`src/hdl/frame_pkg.sv`:
```
`default_nettype none

package frame_pkg;

	////////////////////////////////////////
	// Word and field widths

	// Bytes per memory word and per output beat
	localparam int WORD_BYTES = 8;

	// Frame length in bytes
	localparam int LEN_BITS = 11;

	// VLAN tag carried in the header word
	localparam int VLAN_BITS = 12;

	////////////////////////////////////////
	// Memory word views

	// Header word as written ahead of each frame
	typedef struct packed {
		logic [WORD_BYTES*8-VLAN_BITS-16-1:0]	reserved;
		logic [VLAN_BITS-1:0]					vlan;
		logic [15-LEN_BITS:0]					gap;
		logic [LEN_BITS-1:0]					len;
	} frame_hdr_t;

	// Same memory word seen as a header or as payload bytes
	typedef union packed {
		frame_hdr_t						hdr;
		logic [WORD_BYTES-1:0][7:0]		bytes;
	} frame_word_t;

	// Tag that travels with every memory read
	typedef enum logic {
		READ_HEADER,
		READ_BODY
	} read_kind_t;

endpackage

`default_nettype wire

```
`src/hdl/frame_read_if.sv`:
```
`timescale 1ns/1ps
`default_nettype none

interface frame_read_if #(
	parameter int NUM_PORTS = 4,
	parameter int PORT_DEPTH = 64
);
	import frame_pkg::*;

	localparam int PORT_BITS = (NUM_PORTS > 1) ? $clog2(NUM_PORTS) : 1;
	localparam int ADDR_BITS = $clog2(PORT_DEPTH);

	// Request side, one read per cycle at most
	logic					req;
	logic [PORT_BITS-1:0]	req_port;
	logic [ADDR_BITS-1:0]	req_addr;
	read_kind_t				req_kind;

	// Response side, fixed latency after the request
	logic					rsp_valid;
	logic [PORT_BITS-1:0]	rsp_port;
	read_kind_t				rsp_kind;
	frame_word_t			rsp_data;

	modport requester(
		output req, req_port, req_addr, req_kind,
		input rsp_valid, rsp_port, rsp_kind, rsp_data
	);

	modport memory(
		input req, req_port, req_addr, req_kind,
		output rsp_valid, rsp_port, rsp_kind, rsp_data
	);

	modport observer(
		input req, req_port, req_addr, req_kind,
		input rsp_valid, rsp_port, rsp_kind, rsp_data
	);

endinterface

`default_nettype wire

```
`src/hdl/egress_framer.sv`:
```
`timescale 1ns/1ps
`default_nettype none

module egress_framer #(
	parameter int NUM_PORTS = 4,
	parameter int OUT_DEPTH = 4,
	localparam int PORT_BITS = (NUM_PORTS > 1) ? $clog2(NUM_PORTS) : 1
) (
	input logic									clk,
	input logic									reset,
	frame_read_if.observer						rd,
	output logic								issue_ok,

	// Output stream
	output logic								tx_valid,
	input logic									tx_ready,
	output logic [frame_pkg::WORD_BYTES*8-1:0]	tx_data,
	output logic [frame_pkg::WORD_BYTES-1:0]	tx_keep,
	output logic								tx_last,
	output logic [PORT_BITS-1:0]				tx_port,
	output logic [frame_pkg::VLAN_BITS-1:0]		tx_vlan
);
	import frame_pkg::*;

	localparam int IDX_BITS = (OUT_DEPTH > 1) ? $clog2(OUT_DEPTH) : 1;
	localparam int CNT_BITS = $clog2(OUT_DEPTH + 1);

	// Output queue entries
	logic [WORD_BYTES*8-1:0]	q_data [OUT_DEPTH];
	logic [WORD_BYTES-1:0]		q_keep [OUT_DEPTH];
	logic						q_last [OUT_DEPTH];
	logic [PORT_BITS-1:0]		q_port [OUT_DEPTH];
	logic [VLAN_BITS-1:0]		q_vlan [OUT_DEPTH];

	logic [IDX_BITS-1:0]		wr_idx;
	logic [IDX_BITS-1:0]		rd_idx;
	logic [CNT_BITS-1:0]		q_count;
	logic [CNT_BITS-1:0]		outstanding;
	logic [CNT_BITS:0]			credit_used;
	logic [LEN_BITS-1:0]		bytes_left;
	logic [VLAN_BITS-1:0]		cur_vlan;
	logic [WORD_BYTES-1:0]		new_keep;
	logic						new_last;
	logic						push;
	logic						pop;
	logic						body_req;

	assign push		= rd.rsp_valid && (rd.rsp_kind == READ_BODY);
	assign pop		= tx_valid && tx_ready;
	assign body_req	= rd.req && (rd.req_kind == READ_BODY);

	// Reads in flight count against the queue space
	assign credit_used	= q_count + outstanding;
	assign issue_ok		= credit_used < (CNT_BITS+1)'(OUT_DEPTH);

	////////////////////////////////////////
	// Keep and last for the arriving word

	always_comb begin
		if (bytes_left > LEN_BITS'(WORD_BYTES)) begin
			new_keep = '1;
			new_last = 1'b0;
		end else begin
			// Low bytes only on the tail word
			new_keep = {WORD_BYTES{1'b1}} >> (WORD_BYTES - bytes_left);
			new_last = 1'b1;
		end
	end

	always_ff @(posedge clk) begin
		if (reset) begin
			wr_idx		<= '0;
			rd_idx		<= '0;
			q_count		<= '0;
			outstanding	<= '0;
			bytes_left	<= '0;
		end else begin
			if (rd.rsp_valid && (rd.rsp_kind == READ_HEADER))
				bytes_left <= rd.rsp_data.hdr.len;
			else if (push)
				bytes_left <= new_last ? '0 : bytes_left - LEN_BITS'(WORD_BYTES);

			if (push)
				wr_idx <= (wr_idx == IDX_BITS'(OUT_DEPTH - 1)) ? '0 : wr_idx + 1'b1;
			if (pop)
				rd_idx <= (rd_idx == IDX_BITS'(OUT_DEPTH - 1)) ? '0 : rd_idx + 1'b1;

			case ({push, pop})
				2'b10: q_count <= q_count + 1'b1;
				2'b01: q_count <= q_count - 1'b1;
				default: q_count <= q_count;
			endcase

			case ({body_req, push})
				2'b10: outstanding <= outstanding + 1'b1;
				2'b01: outstanding <= outstanding - 1'b1;
				default: outstanding <= outstanding;
			endcase
		end
	end

	////////////////////////////////////////
	// Queue payload

	always_ff @(posedge clk) begin
		// VLAN held until the next header arrives
		if (rd.rsp_valid && (rd.rsp_kind == READ_HEADER))
			cur_vlan <= rd.rsp_data.hdr.vlan;
		if (push) begin
			q_data[wr_idx]	<= rd.rsp_data.bytes;
			q_keep[wr_idx]	<= new_keep;
			q_last[wr_idx]	<= new_last;
			q_port[wr_idx]	<= rd.rsp_port;
			q_vlan[wr_idx]	<= cur_vlan;
		end
	end

	// Head entry drives the stream and holds until popped
	assign tx_valid	= q_count != '0;
	assign tx_data	= q_data[rd_idx];
	assign tx_keep	= q_keep[rd_idx];
	assign tx_last	= q_last[rd_idx];
	assign tx_port	= q_port[rd_idx];
	assign tx_vlan	= q_vlan[rd_idx];

endmodule

`default_nettype wire

```
`src/flat_wrapper.sv`:
```
// flat-port wrapper written by rule: the top's interface ports become plain ports
module egress_framer_flat import frame_pkg::*;
#(
	parameter int NUM_PORTS = 4,
	parameter int OUT_DEPTH = 4,
	localparam int PORT_BITS = (NUM_PORTS > 1) ? $clog2(NUM_PORTS) : 1
)
  (clk, reset, issue_ok, tx_valid, tx_ready, tx_data, tx_keep, tx_last, tx_port, tx_vlan, rd_req, rd_req_port, rd_req_addr, rd_req_kind, rd_rsp_valid, rd_rsp_port, rd_rsp_kind, rd_rsp_data);
  frame_read_if #(.NUM_PORTS(NUM_PORTS)) rd_i ();
  input logic clk;
  input logic reset;
  output logic issue_ok;
  output logic tx_valid;
  input logic tx_ready;
  output logic [frame_pkg::WORD_BYTES*8-1:0] tx_data;
  output logic [frame_pkg::WORD_BYTES-1:0] tx_keep;
  output logic tx_last;
  output logic [PORT_BITS-1:0] tx_port;
  output logic [frame_pkg::VLAN_BITS-1:0] tx_vlan;
  input wire logic [$bits(rd_i.req)-1:0] rd_req;
  input wire logic [$bits(rd_i.req_port)-1:0] rd_req_port;
  input wire logic [$bits(rd_i.req_addr)-1:0] rd_req_addr;
  input wire logic [$bits(rd_i.req_kind)-1:0] rd_req_kind;
  input wire logic [$bits(rd_i.rsp_valid)-1:0] rd_rsp_valid;
  input wire logic [$bits(rd_i.rsp_port)-1:0] rd_rsp_port;
  input wire logic [$bits(rd_i.rsp_kind)-1:0] rd_rsp_kind;
  input wire logic [$bits(rd_i.rsp_data)-1:0] rd_rsp_data;
  assign rd_i.req = rd_req;
  assign rd_i.req_port = rd_req_port;
  assign rd_i.req_addr = rd_req_addr;
  assign rd_i.req_kind = rd_req_kind;
  assign rd_i.rsp_valid = rd_rsp_valid;
  assign rd_i.rsp_port = rd_rsp_port;
  assign rd_i.rsp_kind = rd_rsp_kind;
  assign rd_i.rsp_data = rd_rsp_data;
  egress_framer #(.NUM_PORTS(NUM_PORTS), .OUT_DEPTH(OUT_DEPTH)) u_core (.clk(clk), .reset(reset), .rd(rd_i), .issue_ok(issue_ok), .tx_valid(tx_valid), .tx_ready(tx_ready), .tx_data(tx_data), .tx_keep(tx_keep), .tx_last(tx_last), .tx_port(tx_port), .tx_vlan(tx_vlan));
endmodule
```
`config.mk`:
```
export PLATFORM = sky130hd
export DESIGN_NAME = egress_framer_flat
export DESIGN_NICKNAME = d
export VERILOG_FILES = /design/src/hdl/frame_pkg.sv /design/src/hdl/frame_read_if.sv /design/src/hdl/egress_framer.sv /design/src/flat_wrapper.sv
export SDC_FILE = /design/constraint.sdc
export NUM_CORES = 1
export LEC_CHECK = 0
export BUFFER_PORTS_ARGS = -buffer_cell sky130_fd_sc_hd__buf_2
export CORE_UTILIZATION = 50
export DETAILED_ROUTE_END_ITERATION = 8
export PLACE_DENSITY = 0.7
export SYNTH_ARGS = -nofsm -noshare
export SYNTH_HDL_FRONTEND = slang
export SYNTH_SLANG_ARGS = --single-unit
```
`constraint.sdc`:
```
create_clock -name clk -period 3.86 [get_ports clk]
set_input_delay 0.386 -clock clk [delete_from_list [all_inputs] [get_ports clk]]
set_output_delay 0.386 -clock clk [all_outputs]
set_load 0.02 [all_outputs]
```
==> impl_metrics.yaml, run 1 <==
timing:
  fin_crit_ns: 2.780
  hold_ws_ns: 0.09450
  fin_crit_sh: 0.7201
  rsz0062_at_grt: "no"
  setup_violations: 0
  hold_violations: 0
  drv_slew: 0
  finalClockSkew_ns: 0.01040
  slew_headroom: 0.3653
  fmax_mhz: 359.8
  fin_setup_tns_ns: 0
  tightest_slew_ns: 0.9521
detailed_routing:
  vias: 6980
  firstDrtPassIters: 5
  routed_wirelength_microns: 26140
  routedWlPerCell_microns: 21.08
  vias_per_cell: 5.629
  ant_nets: 0
  drc: 0
  drtIter0Drc: 545
synthesis:
  synth_seq_cells: 383
  netlist.area_leader.share: 0.7538
  synthFlopType: "edfxtp_1"
  syn_avg_cell_area_sq_um: 22.17
  ys.warnings.count: 0
  syn_nets: 743
  synth.largest_area_cell: "edfxtp_1"
  yosysUniqueCellTypes: 46
  synth.yosys.seq_area_share: 0.7859
  synth_cells: 647
  synthTopCellsByArea: "edfxtp_1 (75%), mux4_2 (14%), dfxtp_1 (3.2%)"
  async_flop_share: 0
  synth_edf_count: 360
  synth_area_sq_um: 14340
placement:
  hpwl_microns: 15490
  gp_congestion: 0.8211
  port_buffers: 161
cts:
  root_buffer: "clkbuf_16"
  cts_tree: "yes"
  cts_resized: 0
  clockBufferDepth: 3
  cts_buffers: 39
  cts_hold_buffers: 0
  clk_pin_slew_ns: 0.06
  cts_sinks: 383
  clk_latency_ns: 0.51
  htreeDepth: 2
  post-cts-setup-buffer-count: 0
floorplan:
  rows: 61
  io_pins: 170
  die_x_microns: 171.4
  core_area_sq_um: 28010
  start_util: 0.5120
  die_area_sq_um: 29360
  die_h_microns: 171.4
layout:
  area_delta_synth_final_pct: 18.17
  layout.nets: 928
  n_fill_cell: 2009
  drive_gt1_frac: 0.3779
  postLayoutCoreUtil: 0.6050
grt:
  overflow: 0
  grt_start_max_net_pins: 60
  grt_util_all_layers: 0.1804
  grt_pass1_wl_microns: 39540
  grt_pass1_vias: 7220
  antenna_found_initial: 2
power_and_ir_drop:
  power_leakage_nw: 5.616
  peakVddDrop_mv: 0.4100
  p_per_area_nw_per_um2: 612.7
critical_path:
  cp.required_ns: 3.47
  worst_setup_path_start_kind: "flip-flop"
  cp-end-kind: "output port"
  crit_fanout: 31
  arrival_ns: 2.39
  worst-setup-path-type: "reg2out"
worst_hold_path:
  hold_path_class: "in2reg"
run:
  maxCapViolCount: 0
run_status:
  outcome: "complete, no violations"
-- flip-flops by register name, summed over array words and instances, names as in the netlist, named ones only --
signal / cells
u_core.bytes_left: 11
u_core.cur_vlan: 12
u_core.outstanding: 3
u_core.q_count: 3
u_core.q_data: 256
u_core.q_keep: 32
u_core.q_last: 4
u_core.q_port: 8
u_core.q_vlan: 48
u_core.rd_idx: 2
u_core.wr_idx: 2
-- power by group --
part | internal [mW] | total (mW) | leakage (nW) | switching (mW)
sequential | 4.70 | 4.87 | 3.46 | 0.167
clock | 2.27 | 3.71 | 0.621 | 1.44
combinational | 0.818 | 1.80 | 1.54 | 0.982
-- cells in the final DEF (no fill, tap or decap), drive strengths merged, types with 6 or more instances in the layout --
| master | synthesis | final |
|---|---|---|
| o21ai | 12 | 12 |
| ha | 13 | 13 |
| edfxtp | 360 | 360 |
| clkbuf | 14 | 48 |
| nand3 | 6 | 6 |
| bufinv | 0 | 6 |
| mux4 | 87 | 87 |
| and3 | 6 | 6 |
| clkinv | 1 | 14 |
| a21oi | 15 | 15 |
| nand2 | 15 | 15 |
| buf | 11 | 169 |
| nor2 | 14 | 14 |
| dfxtp | 23 | 23 |
| inv | 17 | 18 |
-- synthesized netlist by cell type (2+ instances only) --
| master | count |
|---|---|
| fa_1 | 2 |
| buf_4 | 2 |
| a31oi_1 | 2 |
| o21ai_0 | 6 |
| o31ai_1 | 2 |
| or3_1 | 5 |
| nor2_1 | 14 |
| buf_2 | 9 |
| dfxtp_1 | 23 |
| ha_1 | 13 |
| nand3b_1 | 4 |
| a22oi_1 | 3 |
| xor2_1 | 5 |
| edfxtp_1 | 360 |
| a311oi_1 | 2 |
| nand3_1 | 6 |
| mux4_2 | 87 |
| and3_1 | 6 |
| nand2b_1 | 4 |
| o21ai_1 | 6 |
| clkbuf_1 | 14 |
| nor3_1 | 4 |
| nor4_1 | 2 |
| a21oi_1 | 15 |
| nand2_1 | 15 |
| inv_1 | 16 |
-- path summary, 6_finish.rpt --
path | from | endpoint | slack [ns] | depth (start not counted)
max | flip-flop | tx_data[55] | 1.08 | 3
min | rd_rsp_data[53] | u_core.q_data[2][53]$_DFFE_PP_ | 0.09 | 1
max reg2reg | u_core.wr_idx[0]$_SDFFE_PP0P_ | u_core.q_keep[2][0]$_DFFE_PP_ | 1.68 | 4
min reg2reg | u_core.rd_idx[0]$_SDFFE_PP0P_ | flip-flop | 0.49 | 2
-- cells by family after synthesis --
| logic type | Yosys count | share of synthesized area |
|---|---|---|
| AO/OA/AOI/OAI | 45 | 0.02111 |
| XOR/XNOR | 6 | 0.003664 |
| adder cells (fa/ha/maj) | 15 | 0.01413 |
| buffers and inverters | 43 | 0.01256 |
| flip-flops | 383 | 0.7859 |
| multiplexers | 87 | 0.1366 |
| AND/OR/NAND/NOR | 68 | 0.02600 |
-- layout make-up --
type / count / area, sq um / share of cell area
multi-input combinational: 221 / 2910 / 0.1717
antenna: 2 / 5.005 / 0.0002953
inverter: 18 / 67.56 / 0.003987
sequential: 383 / 11280 / 0.6655
clock inverter: 21 / 252.7 / 0.01491
timing repair buffer: 169 / 940.9 / 0.05552
tap: 378 / 473.0 / 0.02791
clock buffer: 48 / 1020 / 0.06017
-- per-layer routing --
layer,vias up,GRT usage,wire length [microns]
met4,0,0.05008,523
li1,3069,-,-
met5,-,0,0
met1,3608,0.2273,10470
met3,48,0.04280,1858
met2,255,0.3128,13290
-- critical path, cell delays in order, from the launching register on --
cell     delay (ns)
dfxtp_4        0.79
buf_12         0.34
mux4_2         0.55
buf_2          0.18
-- per-stage QoR --
step	power (mW)	cell area, sq um	setup slack [ns]	std cells
2_1_floorplan	6.205	14340	0.6586	647
3_3_place_gp	6.742	15670	1.513	1169
3_5_place_dp	6.793	15670	1.382	1169
4_1_cts	10.50	16940	0.9751	1238
5_1_grt	10.79	16950	0.8964	1239
6_report	10.38	16950	1.080	1240
Power figures use the tool's default switching activity.
==> run 2, diff against run 1 <==
clock period = 2.7 ns   (was 3.86 ns; I/O delays follow)
==> run 2 against run 1 <==
- combinational power rose by 54%
- global-route usage rose by 0.95 points
- power rose by 42%
- worst setup slack got worse by 0.86 ns
==> impl_metrics.yaml, run 2 (synthesized netlist as in run 1, its figures left out) <==
grt:
  antenna_found_initial: 0
  grt_start_max_net_pins: 53
  grt_util_all_layers: 0.1899
  grt_pass1_wl_microns: 41930
  grt_pass1_vias: 7627
  overflow: 0
cts:
  root_buffer: "clkbuf_16"
  clockBufferDepth: 3
  cts_buffers: 39
  post-cts-setup-buffer-count: 0
  clk_latency_ns: 0.52
  clk_pin_slew_ns: 0.05
  htreeDepth: 2
  cts_sinks: 383
  cts_tree: "yes"
layout:
  layout_commonest_cell: "edfxtp_1"
  postLayoutCoreUtil: 0.6279
  area_delta_synth_final_pct: 22.63
  seq_area_sq_um: 11280
  final_cell_mix: "edfxtp_1 (360), buf_2 (161), mux4_2 (87)"
  layout.nets: 996
  multi_input_area_sq_um: 2910
  n_fill_cell: 1957
  final_cells: 1308
  top_register: "u_core.q_data"
  largest_register_ffs: 256
  drive_gt1_frac: 0.3581
  reg_top3: "u_core.q_data: 256 flops, u_core.q_vlan: 48 flops, u_core.q_keep: 32 flops"
  num_antenna_cells: 0
  stdcell_area_sq_um: 17590
critical_path:
  worst-setup-path-type: "reg2out"
  crit_fanout: 43
  r2r_cells: 9
  arrival_ns: 2.21
  rrSetupSlack_ns: 0.50
  cp.required_ns: 2.43
  worst_r2r_endpoint: "u_core.q_count[2]$_SDFFE_PP0P_"
  endpoint: "tx_data[30]"
  r2r_start: "u_core.q_count[2]$_SDFFE_PP0P_"
  cp-end-kind: "output port"
  worst_setup_path_start_kind: "flip-flop"
detailed_routing:
  vias_per_cell: 5.548
  drc: 0
  routed_wirelength_microns: 27440
  routedWlPerCell_microns: 20.98
  drtIter0Drc: 657
  vias: 7257
  ant_nets: 0
  firstDrtPassIters: 5
placement:
  pre_cts_slack_ns: 0.4584
  gp_congestion: 0.8606
  port_buffers: 161
  hpwl_microns: 16140
  dp.cells: 1175
  place_area_sq_um: 15730
floorplan:
  die_h_microns: 171.4
  rows: 61
  start_util: 0.5120
  die_area_sq_um: 29360
  io_pins: 170
  core_area_sq_um: 28010
  die_x_microns: 171.4
timing:
  hold_violations: 0
  setup_violations: 0
  fmax_mhz: 403.0
  fin_setup_tns_ns: 0
  drv_slew: 0
  fin_crit_ns: 2.481
  tightest_slew_ns: 0.4779
  rsz0062_at_grt: "no"
  slew_headroom: 0.6788
  layout_setup_ws_ns: 0.2187
  finalClockSkew_ns: 0.01627
  fin_crit_sh: 0.9190
power_and_ir_drop:
  p_switching_mw: 3.799
  internal-power_mw: 10.99
  power_frac_seq: 0.465
  switching_share: 0.2569
  peakVddDrop_mv: 0.6127
  p_per_area_nw_per_um2: 840.7
  combPwrFrac: 0.188
  p_clk_frac: 0.347
  power_leakage_nw: 5.899
run:
  maxCapViolCount: 0
worst_hold_path:
  hold_path_class: "in2reg"
run_status:
  outcome: "complete, no violations"
==> run 2: layout make-up <==
type	instances	area share
Multi-Input combinational cell	221	0.1655
Tap cell	378	0.02689
Clock buffer	47	0.05898
Clock inverter	24	0.01145
Timing Repair Buffer	237	0.09206
Inverter	18	0.003842
Sequential cell	383	0.6413
==> run 2: repair_timing <==
item | CTS | global route
hold endpoints to repair | 256 | 0
resized for setup | 0 | 0
hold buffers | 62 | 0
==> run 2: worst min path at each step <==
stage                                        from                             to  slack, ns  cells after the start
floorplan                         rd_rsp_data[16]   u_core.cur_vlan[0]$_DFFE_PP_       0.37                      0
global placement    u_core.rd_idx[1]$_SDFFE_PP0P_                      flip-flop       0.46                      2
detailed placement   u_core.cur_vlan[2]$_DFFE_PP_  u_core.q_vlan[0][2]$_DFFE_PP_       0.48                      0
CTS                                rd_rsp_data[2]  u_core.q_data[2][2]$_DFFE_PP_      0.007                      1
global route                       rd_rsp_data[2]  u_core.q_data[2][2]$_DFFE_PP_       0.01                      1
finish                             rd_rsp_data[1]  u_core.q_data[3][1]$_DFFE_PP_       0.02                      1
==> run 2: power by group through the flow <==
stage / logic, mW / clock network, mW / registers, mW
finish: 2.77 / 5.13 / 6.88
global route: 2.99 / 5.48 / 6.90
CTS: 2.82 / 5.24 / 6.88
detailed placement: 2.74 / 0 / 7.00
global placement: 2.67 / 0 / 6.98
floorplan: 1.96 / 0 / 6.90
==> run 2: metal layers <==
metal | wire length (microns) | global-route usage | up-vias
met5 | 0 | 0 | -
met4 | 540 | 0.05474 | 0
met3 | 1749 | 0.03659 | 40
met2 | 13760 | 0.3195 | 248
met1 | 11390 | 0.2536 | 3776
li1 | - | - | 3193
==> run 2: worst max-delay path, stage by stage, from the launching register on <==
cell and delay, ns:
dfxtp_4 0.52, buf_12 0.35, mux4_2 0.59, buf_2 0.18
==> run 2: per-stage QoR <==
step                      total power [mW]  hold WS (ns)
after floorplan                      8.867        0.3689
after global placement               9.650        0.4618
after detailed placement             9.741        0.4773
after CTS                            14.94      0.006653
after global routing                 15.37       0.01042
final                                14.78       0.01908
