## config.mk

```make
export PLATFORM = sky130hd
export DESIGN_NAME = port_scheduler_flat
export DESIGN_NICKNAME = d
export VERILOG_FILES = /design/src/hdl/frame_pkg.sv /design/src/hdl/frame_read_if.sv /design/src/hdl/port_scheduler.sv /design/src/flat_wrapper.sv
export SDC_FILE = /design/constraint.sdc
export NUM_CORES = 1
export LEC_CHECK = 0
export BUFFER_PORTS_ARGS = -buffer_cell sky130_fd_sc_hd__buf_2
export CAP_MARGIN = 20
export CORE_MARGIN = 3
export CORE_UTILIZATION = 50
export DETAILED_ROUTE_END_ITERATION = 12
export PLACE_DENSITY = 0.81
export SLEW_MARGIN = 20
export SYNTH_ARGS = -nofsm -noshare
export SYNTH_HDL_FRONTEND = slang
export SYNTH_SLANG_ARGS = --single-unit
export TNS_END_PERCENT = 20
```

## constraint.sdc

```tcl
create_clock -name clk -period 2.6 [get_ports clk]
set_input_delay 0.13 -clock clk [delete_from_list [all_inputs] [get_ports clk]]
set_output_delay 0.13 -clock clk [all_outputs]
set_load 0.02 [all_outputs]
```

## src/hdl/frame_pkg.sv

```systemverilog
`default_nettype none

package frame_pkg;

	////////////////////////////////////////
	// Word and field widths

	// Bytes per memory word and per output beat
	localparam int WORD_BYTES = 8;

	// Frame length in bytes
	localparam int LEN_BITS = 11;

	// VLAN tag carried in the header word
	localparam int VLAN_BITS = 12;

	////////////////////////////////////////
	// Memory word views

	// Header word as written ahead of each frame
	typedef struct packed {
		logic [WORD_BYTES*8-VLAN_BITS-16-1:0]	reserved;
		logic [VLAN_BITS-1:0]					vlan;
		logic [15-LEN_BITS:0]					gap;
		logic [LEN_BITS-1:0]					len;
	} frame_hdr_t;

	// Same memory word seen as a header or as payload bytes
	typedef union packed {
		frame_hdr_t						hdr;
		logic [WORD_BYTES-1:0][7:0]		bytes;
	} frame_word_t;

	// Tag that travels with every memory read
	typedef enum logic {
		READ_HEADER,
		READ_BODY
	} read_kind_t;

endpackage

`default_nettype wire

```

## src/hdl/frame_read_if.sv

```systemverilog
`timescale 1ns/1ps
`default_nettype none

interface frame_read_if #(
	parameter int NUM_PORTS = 4,
	parameter int PORT_DEPTH = 64
);
	import frame_pkg::*;

	localparam int PORT_BITS = (NUM_PORTS > 1) ? $clog2(NUM_PORTS) : 1;
	localparam int ADDR_BITS = $clog2(PORT_DEPTH);

	// Request side, one read per cycle at most
	logic					req;
	logic [PORT_BITS-1:0]	req_port;
	logic [ADDR_BITS-1:0]	req_addr;
	read_kind_t				req_kind;

	// Response side, fixed latency after the request
	logic					rsp_valid;
	logic [PORT_BITS-1:0]	rsp_port;
	read_kind_t				rsp_kind;
	frame_word_t			rsp_data;

	modport requester(
		output req, req_port, req_addr, req_kind,
		input rsp_valid, rsp_port, rsp_kind, rsp_data
	);

	modport memory(
		input req, req_port, req_addr, req_kind,
		output rsp_valid, rsp_port, rsp_kind, rsp_data
	);

	modport observer(
		input req, req_port, req_addr, req_kind,
		input rsp_valid, rsp_port, rsp_kind, rsp_data
	);

endinterface

`default_nettype wire

```

## src/hdl/port_scheduler.sv

```systemverilog
`timescale 1ns/1ps
`default_nettype none

module port_scheduler #(
	parameter int NUM_PORTS = 4,
	parameter int PORT_DEPTH = 64,
	localparam int PORT_BITS = (NUM_PORTS > 1) ? $clog2(NUM_PORTS) : 1,
	localparam int PTR_BITS = $clog2(PORT_DEPTH) + 1
) (
	input logic					clk,
	input logic					reset,
	input logic [PTR_BITS-1:0]	committed_ptr [NUM_PORTS],
	input logic					issue_ok,
	frame_read_if.requester		rd
);
	import frame_pkg::*;

	localparam int ADDR_BITS = $clog2(PORT_DEPTH);
	localparam int SHIFT = $clog2(WORD_BYTES);
	localparam int WCNT_BITS = LEN_BITS - SHIFT + 1;

	typedef enum logic [1:0] {
		ST_SCAN,
		ST_HDR_WAIT,
		ST_BODY
	} sched_state_t;

	sched_state_t			state;
	logic [PORT_BITS-1:0]	scan_port;
	logic [PORT_BITS-1:0]	cur_port;
	logic [PORT_BITS-1:0]	sel_port;
	logic [PORT_BITS-1:0]	next_port;
	logic [PTR_BITS-1:0]	rd_ptr [NUM_PORTS];
	logic [WCNT_BITS-1:0]	words_left;
	logic [LEN_BITS:0]		hdr_round;
	logic					scan_hit;
	logic					body_go;
	logic					body_done;

	////////////////////////////////////////
	// Request decode

	// Port under test while scanning, frame owner otherwise
	assign sel_port = (state == ST_SCAN) ? scan_port : cur_port;
	assign next_port = (sel_port == PORT_BITS'(NUM_PORTS - 1)) ? '0 : sel_port + 1'b1;

	// Any committed word past the read pointer starts a frame
	assign scan_hit = (state == ST_SCAN) && (rd_ptr[scan_port] != committed_ptr[scan_port]);

	// Body reads only while the framer grants credit
	assign body_go = (state == ST_BODY) && issue_ok && (words_left != '0);
	assign body_done = (state == ST_BODY) &&
		((words_left == '0) || (body_go && (words_left == WCNT_BITS'(1))));

	// Byte length rounded up to whole words
	assign hdr_round = {1'b0, rd.rsp_data.hdr.len} + (LEN_BITS+1)'(WORD_BYTES - 1);

	assign rd.req		= scan_hit || body_go;
	assign rd.req_port	= sel_port;
	assign rd.req_kind	= (state == ST_SCAN) ? READ_HEADER : READ_BODY;
	// Address wraps inside the port region
	assign rd.req_addr	= rd_ptr[sel_port][ADDR_BITS-1:0];

	////////////////////////////////////////
	// FSM and read pointers

	always_ff @(posedge clk) begin
		if (reset) begin
			state		<= ST_SCAN;
			scan_port	<= '0;
			cur_port	<= '0;
			words_left	<= '0;
			for (int p = 0; p < NUM_PORTS; p++)
				rd_ptr[p] <= '0;
		end else begin
			// Every issued read consumes one word
			if (rd.req)
				rd_ptr[sel_port] <= rd_ptr[sel_port] + 1'b1;

			case (state)
				ST_SCAN: begin
					if (scan_hit) begin
						cur_port	<= scan_port;
						state		<= ST_HDR_WAIT;
					end else
						scan_port	<= next_port;
				end

				// Wait for the header to learn the body size
				ST_HDR_WAIT: begin
					if (rd.rsp_valid && (rd.rsp_kind == READ_HEADER)) begin
						words_left	<= hdr_round[LEN_BITS:SHIFT];
						state		<= ST_BODY;
					end
				end

				ST_BODY: begin
					if (body_go)
						words_left <= words_left - 1'b1;
					// Resume scanning after the port just served
					if (body_done) begin
						scan_port	<= next_port;
						state		<= ST_SCAN;
					end
				end

				default: state <= ST_SCAN;
			endcase
		end
	end

endmodule

`default_nettype wire

```

## src/flat_wrapper.sv

```systemverilog
// flat-port wrapper written by rule: the top's interface ports become plain ports
module port_scheduler_flat import frame_pkg::*;
#(
	parameter int NUM_PORTS = 4,
	parameter int PORT_DEPTH = 64,
	localparam int PORT_BITS = (NUM_PORTS > 1) ? $clog2(NUM_PORTS) : 1,
	localparam int PTR_BITS = $clog2(PORT_DEPTH) + 1
)
  (clk, reset, committed_ptr, issue_ok, rd_req, rd_req_port, rd_req_addr, rd_req_kind, rd_rsp_valid, rd_rsp_port, rd_rsp_kind, rd_rsp_data);
  frame_read_if #(.NUM_PORTS(NUM_PORTS), .PORT_DEPTH(PORT_DEPTH)) rd_i ();
  input logic clk;
  input logic reset;
  input logic [PTR_BITS-1:0] committed_ptr[NUM_PORTS];
  input logic issue_ok;
  output wire logic [$bits(rd_i.req)-1:0] rd_req;
  output wire logic [$bits(rd_i.req_port)-1:0] rd_req_port;
  output wire logic [$bits(rd_i.req_addr)-1:0] rd_req_addr;
  output wire logic [$bits(rd_i.req_kind)-1:0] rd_req_kind;
  input wire logic [$bits(rd_i.rsp_valid)-1:0] rd_rsp_valid;
  input wire logic [$bits(rd_i.rsp_port)-1:0] rd_rsp_port;
  input wire logic [$bits(rd_i.rsp_kind)-1:0] rd_rsp_kind;
  input wire logic [$bits(rd_i.rsp_data)-1:0] rd_rsp_data;
  assign rd_req = rd_i.req;
  assign rd_req_port = rd_i.req_port;
  assign rd_req_addr = rd_i.req_addr;
  assign rd_req_kind = rd_i.req_kind;
  assign rd_i.rsp_valid = rd_rsp_valid;
  assign rd_i.rsp_port = rd_rsp_port;
  assign rd_i.rsp_kind = rd_rsp_kind;
  assign rd_i.rsp_data = rd_rsp_data;
  port_scheduler #(.NUM_PORTS(NUM_PORTS), .PORT_DEPTH(PORT_DEPTH)) u_core (.clk(clk), .reset(reset), .committed_ptr(committed_ptr), .issue_ok(issue_ok), .rd(rd_i));
endmodule
```

==> reports/summary.txt, run 1 <==
outcome = complete, no violations
Crit path required time = 2.63 ns
CP Launch Type = flip-flop
Initial Util = 53.8%
initial DRC count = 228
CP Buf/Inv Count = 1
post-placement cell count = 390
number of port buffers = 53
first-pass GRT wire length = 11000 um
clk_lat worst skew = 0.30 ns
initial antenna violation count = 0
CTS Buffer Depth = 2
gr ovfl total = 0
Synth Register Bits = 45
CTS tree = yes
total power = 3.47 mW
cts hold-fix bufs = 0
vias per cell = 5.92
crit path to = u_core.rd_ptr[0][2]
DR DRC count = 0
Top delay family on crit path = simple AND/OR/NAND/NOR gates
most frequent cells in the layout = buf_2 (53), edfxtp_1 (28), nor2_1 (25)
chip width = 81.8 um
Critical Path AT = 2.52 ns
Rows = 26
Final setup viols = 0
mux contribution to synthesized area = 19.2%
crit end category = flip-flop
post-synthesis compound-gate area fraction = 11.1%
Pre-antenna DRT Iters = 5
vias post-DR = 2381
yosys warns = 0
register area share after synthesis = 41.2%
CTS root buffer = clkbuf_8
Worst Hold Class = in2reg
core area = 5340 um^2
DR WL/cell = 16.9 um
Placer Congestion = 0.832
post-synth cell types = 52
post-synthesis net count = 366
FMAX = 401 MHz
clock-pin slew on the worst setup and hold paths = 0.09 ns
ant diodes = 0
vias in the first global route = 2318
GRT Resource Usage Total = 22.3%
XOR/XNOR Fraction of Synth Area = 5.19%
relative slew slack = 54.2%
Worst Setup Slack, final = 0.109 ns
Cell Pwr Density = 1010 nW/um^2
Leakage = 1.35 nW
Crit Reg-Reg Startpoint = u_core.words_left[4]
slowest CP cell = or4_1
placed wire-length estimate = 5150 um
pre-CTS WS = 0.0981 ns
largest family of logic cells by synthesized area = multiplexers
antenna-violating nets left = 0
DRT Wirelength = 6800 um
CP startpoint = u_core.words_left[4]
commonest non-fill, non-tap cell in the layout = buf_2
IO Count = 109
fin. max-slew vios = 0
worst-margin pin slew = 0.687 ns
largest net degree at the start of global routing = 35
DIE HEIGHT = 81.8 um
layout cells sized above 1 = 35.5%
syn avg cell area = 10.9 um^2
worst path cell trace = or4_1, o311ai_2, nand4_1, o21ai_2, buf_4, nand2b_1, nor3_1
clk_skew = 0.00583 ns
Worst Reg2Reg Path Length in Cells = 7
Fin. Hold Viols = 0
Cells after Synth = 263
CP Max Fanout = 13
VDD IR max = 0.000402 V
Synth Area in Adders = 1.74%
CP Class = reg2reg
setup TNS = 0 ns
worst reg2reg path endpoint = u_core.rd_ptr[0][2]
area growth from synthesis to layout = 20.2%
synthesized area = 2870 um^2
number of cells on the critical path = 7
Reg2Reg Setup Slack = 0.11 ns
crit share post-route = 95.8%
simple-gate area share of the yosys netlist = 18.1%
H-tree Lvls = 2
Core Util, Final = 64.7%
CTS Buf Count = 5
Critical Path Max Stage Delay = 0.60 ns
nets = 434
number of cells in the finished layout apart from fillers = 402
Max Cap Viol = 0
die area = 6680 um^2
post-route minimum period = 2.49 ns
clock tree sinks = 45
==> worst reg2reg max path: stages, from the launching register on <==
cell      delay (ns)
dfxtp_1         0.37
or4_1           0.60
o311ai_2        0.39
nand4_1         0.19
o21ai_2         0.18
buf_4           0.20
nand2b_1        0.21
nor3_1          0.09
==> repair_timing <==
action                                  4_1_cts  5_1_grt
buffers inserted                              0        4
hold endpoints to repair                      0        0
resized for setup                             0        3
endpoints found under the setup margin        0       48
==> final cells by class <==
| cell class | instances | area [um^2] |
|---|---|---|
| fill | 409 | 1890 |
| multi-input combinational | 196 | 1590 |
| sequential | 45 | 1180 |
| timing repair buffer | 72 | 408 |
| tap | 70 | 87.6 |
| clock buffer | 5 | 68.8 |
| clock inverter | 3 | 68.8 |
| inverter | 11 | 46.3 |
==> layer usage <==
| metal | wire [um] | GRT usage, % | vias to the layer above |
|---|---|---|---|
| met1 | 2650 | 27.8 | 1121 |
| met2 | 3370 | 38.9 | 129 |
| met5 | 0 | 0 | - |
| li1 | - | - | 1123 |
| met4 | 94 | 7.14 | 0 |
| met3 | 689 | 4.17 | 8 |
==> kinds of logic after synthesis <==
family                   Yosys count
AND/OR/NAND/NOR                   99
buffers and inverters             22
adder cells (fa/ha/maj)            4
flip-flops                        45
multiplexers                      26
XOR/XNOR                          17
AO/OA/AOI/OAI                     50
==> stage by stage <==
| step | cell area [um^2] | hold WS (ns) |
|---|---|---|
| after floorplan | 2860 | 0.335 |
| after global placement | 3270 | 0.454 |
| after detailed placement | 3270 | 0.466 |
| after CTS | 3410 | 0.134 |
| after global routing | 3450 | 0.171 |
| final | 3450 | 0.151 |
==> report_power, final <==
part           switching (mW)  internal (mW)  total, mW
clock network           0.254          0.387      0.641
logic                    1.00          0.756       1.76
registers               0.121          0.947       1.07
==> worst min-delay path by stage <==
stage	startpoint	endpoint	slack, ns	depth (start not counted)
finish	rd_rsp_valid	u_core.state[0]	0.15	4
global route	rd_rsp_valid	u_core.state[0]	0.17	4
CTS	rd_rsp_valid	u_core.state[0]	0.13	4
detailed placement	rd_rsp_valid	u_core.state[0]	0.47	4
global placement	rd_rsp_valid	u_core.state[0]	0.45	4
floorplan	reset	u_core.cur_port[0]	0.34	2
==> flip-flops by register name, indices dropped and copies added (netlist names), named ones only <==
name               flops
u_core.rd_ptr         28
u_core.words_left      9
u_core.cur_port        2
u_core.scan_port       2
u_core.state           2
==> Yosys cell counts, drive strengths merged <==
| library cell | count | area (um^2) |
|---|---|---|
| or4 | 1 | 7.51 |
| or2b | 3 | 23.8 |
| mux2i | 4 | 56.3 |
| nand3b | 2 | 15.0 |
| nand2b | 3 | 18.8 |
| dfxtp | 17 | 340 |
| nor4 | 2 | 12.5 |
| a221oi | 1 | 8.76 |
| mux2 | 1 | 11.3 |
| buf | 6 | 35.0 |
| and2 | 1 | 6.26 |
| o21ai | 17 | 88.8 |
| edfxtp | 28 | 841 |
| o311ai | 1 | 16.3 |
| a211oi | 2 | 15.0 |
| a32oi | 1 | 8.76 |
| nor2b | 4 | 25.0 |
| o21bai | 3 | 22.5 |
| xor2 | 8 | 70.1 |
| o311a | 1 | 10.0 |
| ha | 4 | 50.1 |
| nor2 | 26 | 105 |
| clkbuf | 5 | 18.8 |
| mux4 | 21 | 484 |
| nand2 | 20 | 75.1 |
| nand4 | 3 | 18.8 |
| a22oi | 3 | 22.5 |
| a21oi | 16 | 80.1 |
| or2 | 3 | 18.8 |
| o31a | 1 | 8.76 |
| and4 | 1 | 8.76 |
| o31ai | 1 | 12.5 |
| a22o | 1 | 8.76 |
| or3 | 7 | 53.8 |
| o21a | 1 | 7.51 |
| and3 | 1 | 6.26 |
| xnor2 | 9 | 78.8 |
| a31o | 1 | 8.76 |
| nor3 | 15 | 75.1 |
| inv | 10 | 42.5 |
| nand3 | 7 | 47.6 |
| clkinv | 1 | 3.75 |
No activity file was read; power rests on OpenSTA's default activity.
==> inputs of run 2 (changes only) <==
--- a/config.mk
+++ b/config.mk
@@ -8,9 +8,10 @@
 export BUFFER_PORTS_ARGS = -buffer_cell sky130_fd_sc_hd__buf_2
 export CAP_MARGIN = 20
 export CORE_MARGIN = 3
-export CORE_UTILIZATION = 50
+export CORE_UTILIZATION = 51
+export CTS_BUF_LIST = sky130_fd_sc_hd__clkbuf_4 sky130_fd_sc_hd__clkbuf_8
 export DETAILED_ROUTE_END_ITERATION = 12
-export PLACE_DENSITY = 0.81
+export PLACE_DENSITY = 0.83
 export SLEW_MARGIN = 20
 export SYNTH_ARGS = -nofsm -noshare
 export SYNTH_HDL_FRONTEND = slang
==> reports/summary.txt, run 2 (synthesized netlist as in run 1, its figures left out) <==
outcome = complete, no violations
CP Launch Type = flip-flop
relative slew slack = 52.3%
Worst Setup Slack, final = 0.0996 ns
max reg flops = 28
H-tree Lvls = 2
initial antenna violation count = 0
clk_skew = 0.00667 ns
worst-margin pin slew = 0.716 ns
met2 Use GR = 39.3%
most frequent cells in the layout = buf_2 (53), edfxtp_1 (28), nor2_1 (25)
combinational share of power = 53.9%
DR WL/cell = 17.4 um
clock-pin slew on the worst setup and hold paths = 0.09 ns
min-delay src = rd_rsp_valid
Largest regs = u_core.rd_ptr x28, u_core.words_left x9
total power = 3.30 mW
largest net degree at the start of global routing = 35
Initial Util = 54.4%
Rows = 26
switching power = 1.41 mW
Core Util, Final = 64.8%
DRT Wirelength = 6980 um
DR DRC count = 0
CTS tree = yes
ant diodes = 0
chip width = 81.0 um
FMAX = 400 MHz
CTS root buffer = clkbuf_8
Crit path required time = 2.65 ns
antenna-violating nets left = 0
setup TNS = 0 ns
Top reg by flops = u_core.rd_ptr
GRT Resource Usage Total = 22.7%
clk_lat worst skew = 0.31 ns
gr ovfl total = 0
vias per cell = 6.06
layout cells sized above 1 = 35.8%
Clock power frac = 13.7%
VDD IR max = 0.000391 V
Leakage = 1.33 nW
placed wire-length estimate = 5120 um
Power Internal = 1.89 mW
Max Cap Viol = 0
grt met3 use = 4.10%
Final setup viols = 0
cts hold-fix bufs = 0
core area = 5270 um^2
vias in the first global route = 2308
initial DRC count = 362
RSZ-0062 raised after global routing = yes
DIE HEIGHT = 81.0 um
fin. max-slew vios = 0
Placer Congestion = 0.911
nets = 434
Sw Share = 42.6%
die area = 6560 um^2
Pre-antenna DRT Iters = 5
area growth from synthesis to layout = 19.0%
clock tree sinks = 45
number of port buffers = 53
grt peak-use layer = met2
Worst Hold Class = in2reg
Flop pwr share = 32.4%
crit share post-route = 96.2%
CTS Buf Count = 5
Crit Reg-Reg Startpoint = u_core.state[1]
vias post-DR = 2435
Critical Path AT = 2.55 ns
first-pass GRT wire length = 11200 um
IO Count = 109
commonest non-fill, non-tap cell in the layout = buf_2
pre-CTS WS = 0.0666 ns
CTS Buffer Depth = 2
Fin. Hold Viols = 0
crit end category = flip-flop
CP Max Fanout = 6
CP Class = reg2reg
post-route minimum period = 2.50 ns
CP startpoint = u_core.state[1]
GR met1 Demand/Resource = 28.6%
Cell Pwr Density = 967 nW/um^2
## run 2: metrics by stage
stage / cells / hold WS, ns / area, um^2
2_1_floorplan: 263 / 0.335 / 2860
3_3_place_gp: 391 / 0.451 / 3280
3_5_place_dp: 391 / 0.459 / 3280
4_1_cts: 399 / 0.136 / 3370
5_1_grt: 402 / 0.171 / 3410
6_report: 402 / 0.174 / 3410
## run 2: worst max-delay path, cell delays in order, from the launching register on
cell	delay [ns]
dfxtp_1	0.37
nor2_4	0.22
mux2i_4	0.36
inv_6	0.09
buf_4	0.17
mux4_2	0.43
nand3_4	0.11
o21ai_0	0.37
a21oi_1	0.13
## run 2: worst paths after layout
check	endpoint	slack [ns]	depth (start not counted)
max reg2reg	u_core.rd_ptr[0][5]	0.1	8
min reg2reg	u_core.words_left[8]	0.53	2
max	u_core.rd_ptr[0][5]	0.1	8
min	u_core.state[0]	0.17	4
## run 2: area by class of cell
class                           instances  area, um^2
Clock buffer                            5        68.8
Clock inverter                          3        25.0
Fill cell                             417        1860
Inverter                               11        46.3
Multi-Input combinational cell        196        1600
Sequential cell                        45        1180
Tap cell                               70        87.6
Timing Repair Buffer                   72         408
## run 2: power groups by stage
stage | combinational [mW] | clock [mW] | sequential [mW]
6_report | 1.78 | 0.452 | 1.07
5_1_grt | 1.95 | 0.483 | 1.09
4_1_cts | 1.72 | 0.451 | 1.07
3_5_place_dp | 1.70 | 0 | 1.08
3_3_place_gp | 1.66 | 0 | 1.07
2_1_floorplan | 1.29 | 0 | 1.04
## run 2: layer usage
layer / routed length [um] / vias to the layer above
li1: - / 1123
met1: 2630 / 1150
met2: 3480 / 141
met3: 666 / 21
met4: 209 / 0
met5: 0 / -
## run 2: repair_timing
action | CTS | global route
gates resized for setup | 0 | 4
endpoints found under the setup margin | 0 | 16
setup buffers | 0 | 3
==> inputs of run 3 (changes only) <==
--- a/config.mk
+++ b/config.mk
@@ -12,6 +12,7 @@
 export CTS_BUF_LIST = sky130_fd_sc_hd__clkbuf_4 sky130_fd_sc_hd__clkbuf_8
 export DETAILED_ROUTE_END_ITERATION = 12
 export PLACE_DENSITY = 0.83
+export RECOVER_POWER = 25
 export SLEW_MARGIN = 20
 export SYNTH_ARGS = -nofsm -noshare
 export SYNTH_HDL_FRONTEND = slang
==> reports/summary.txt, run 3 (synthesized netlist as in run 1, its figures left out) <==
number of port buffers = 53
post-route minimum period = 2.50 ns
DR WL/cell = 17.4 um
core area = 5270 um^2
Largest regs = u_core.rd_ptr x28, u_core.words_left x9
Cell Pwr Density = 965 nW/um^2
area growth from synthesis to layout = 18.7%
Initial Util = 54.4%
vias in the first global route = 2308
crit share post-route = 96.3%
Pre-antenna DRT Iters = 5
most frequent cells in the layout = buf_2 (50), edfxtp_1 (28), nor2_1 (25)
crit end category = flip-flop
CTS tree = yes
Max Cap Viol = 0
first-pass GRT wire length = 11200 um
placed wire-length estimate = 5120 um
cts hold-fix bufs = 0
fin. max-slew vios = 0
clk_lat worst skew = 0.31 ns
Critical Path Max Stage Delay = 0.44 ns
worst path cell trace = nor2_4, mux2i_4, inv_6, buf_4, mux4_2, nand3_4, o21ai_0, a21oi_1
gr ovfl total = 0
Fin. Hold Viols = 0
GRT Resource Usage Total = 22.7%
clock tree sinks = 45
DRT Wirelength = 7000 um
CP Class = reg2reg
relative slew slack = 53.4%
DR DRC count = 0
Rows = 26
layout cells sized above 1 = 34.6%
CTS Buf Count = 5
worst-margin pin slew = 0.699 ns
commonest non-fill, non-tap cell in the layout = buf_2
Critical Path AT = 2.55 ns
die area = 6560 um^2
hold slack = 0.174 ns
DIE HEIGHT = 81.0 um
Worst Hold Class = in2reg
vias per cell = 6.06
vias post-DR = 2438
Crit Reg-Reg Startpoint = u_core.state[1]
Leakage = 1.31 nW
min-delay src = rd_rsp_valid
nets = 434
clock-pin slew on the worst setup and hold paths = 0.09 ns
total power = 3.29 mW
CTS Buffer Depth = 2
IO Count = 109
Fillers = 418
CTS root buffer = clkbuf_8
max reg flops = 28
slowest CP cell = mux4_2
Crit path required time = 2.65 ns
FMAX = 399 MHz
H-tree Lvls = 2
Top reg by flops = u_core.rd_ptr
Placer Congestion = 0.911
initial DRC count = 300
CP Max Fanout = 6
largest net degree at the start of global routing = 35
clk_skew = 0.00970 ns
initial antenna violation count = 0
outcome = complete, no violations
chip width = 81.0 um
CP Launch Type = flip-flop
RSZ-0062 raised after global routing = yes
CP startpoint = u_core.state[1]
antenna-violating nets left = 0
VDD IR max = 0.000387 V
Final setup viols = 0
ant diodes = 0
run 3: cell types whose count changed in the layout (fill, tap and decap cells not counted):
cell,change
clkbuf_1,+4
buf_4,-1
buf_2,-3
run 3: worst max-delay path, delay by kind of cell (launching register included):
kind	cells	cell delay, ns
AND/OR/NAND/NOR	2	0.33
flip-flops	1	0.37
multiplexers	2	0.80
AO/OA/AOI/OAI	2	0.50
buffers and inverters	2	0.26
run 3: worst paths after layout:
kind | cells past startpoint | slack, ns | to
min reg2reg | 2 | 0.53 | u_core.words_left[6]
min | 4 | 0.17 | u_core.state[0]
max | 8 | 0.1 | u_core.rd_ptr[0][5]
max reg2reg | 8 | 0.1 | u_core.rd_ptr[0][5]
run 3: per-layer routing:
metal	track usage [%]	routed length, um	vias to the layer above
met4	7.60	180	0
li1	-	-	1128
met3	4.10	639	21
met1	28.6	2660	1154
met5	0	0	-
met2	39.3	3510	135
run 3: power by group:
group | total [mW] | internal, mW | switching [mW] | leakage (nW)
combinational | 1.76 | 0.741 | 1.02 | 0.833
clock | 0.451 | 0.194 | 0.257 | 0.0447
sequential | 1.07 | 0.947 | 0.123 | 0.434
total | 3.29 | 1.88 | 1.40 | 1.31
run 3: final cells by class:
| cell class | count | area, um^2 | area share [%] |
|---|---|---|---|
| Tap cell | 70 | 87.6 | 2.57 |
| Timing Repair Buffer | 72 | 400 | 11.8 |
| Clock buffer | 5 | 68.8 | 2.02 |
| Multi-Input combinational cell | 196 | 1600 | 46.9 |
| Clock inverter | 3 | 25.0 | 0.735 |
| Inverter | 11 | 46.3 | 1.36 |
| Sequential cell | 45 | 1180 | 34.7 |
run 3: stage by stage:
step	TNS (ns)	utilization (%)	std cells	setup WS, ns	cell area, um^2
2_1_floorplan	0	-	263	0.0173	2860
3_3_place_gp	0	62.3	391	0.147	3280
3_5_place_dp	0	62.3	391	0.0666	3280
4_1_cts	0	64.0	399	0.0149	3370
5_1_grt	-0.101	64.6	402	-0.0380	3410
6_report	0	64.6	402	0.0951	3410
run 3: timing repair:
action	4_1_cts	5_1_grt
resized for setup	0	4
setup buffers	0	3
endpoints found under the setup margin	0	16
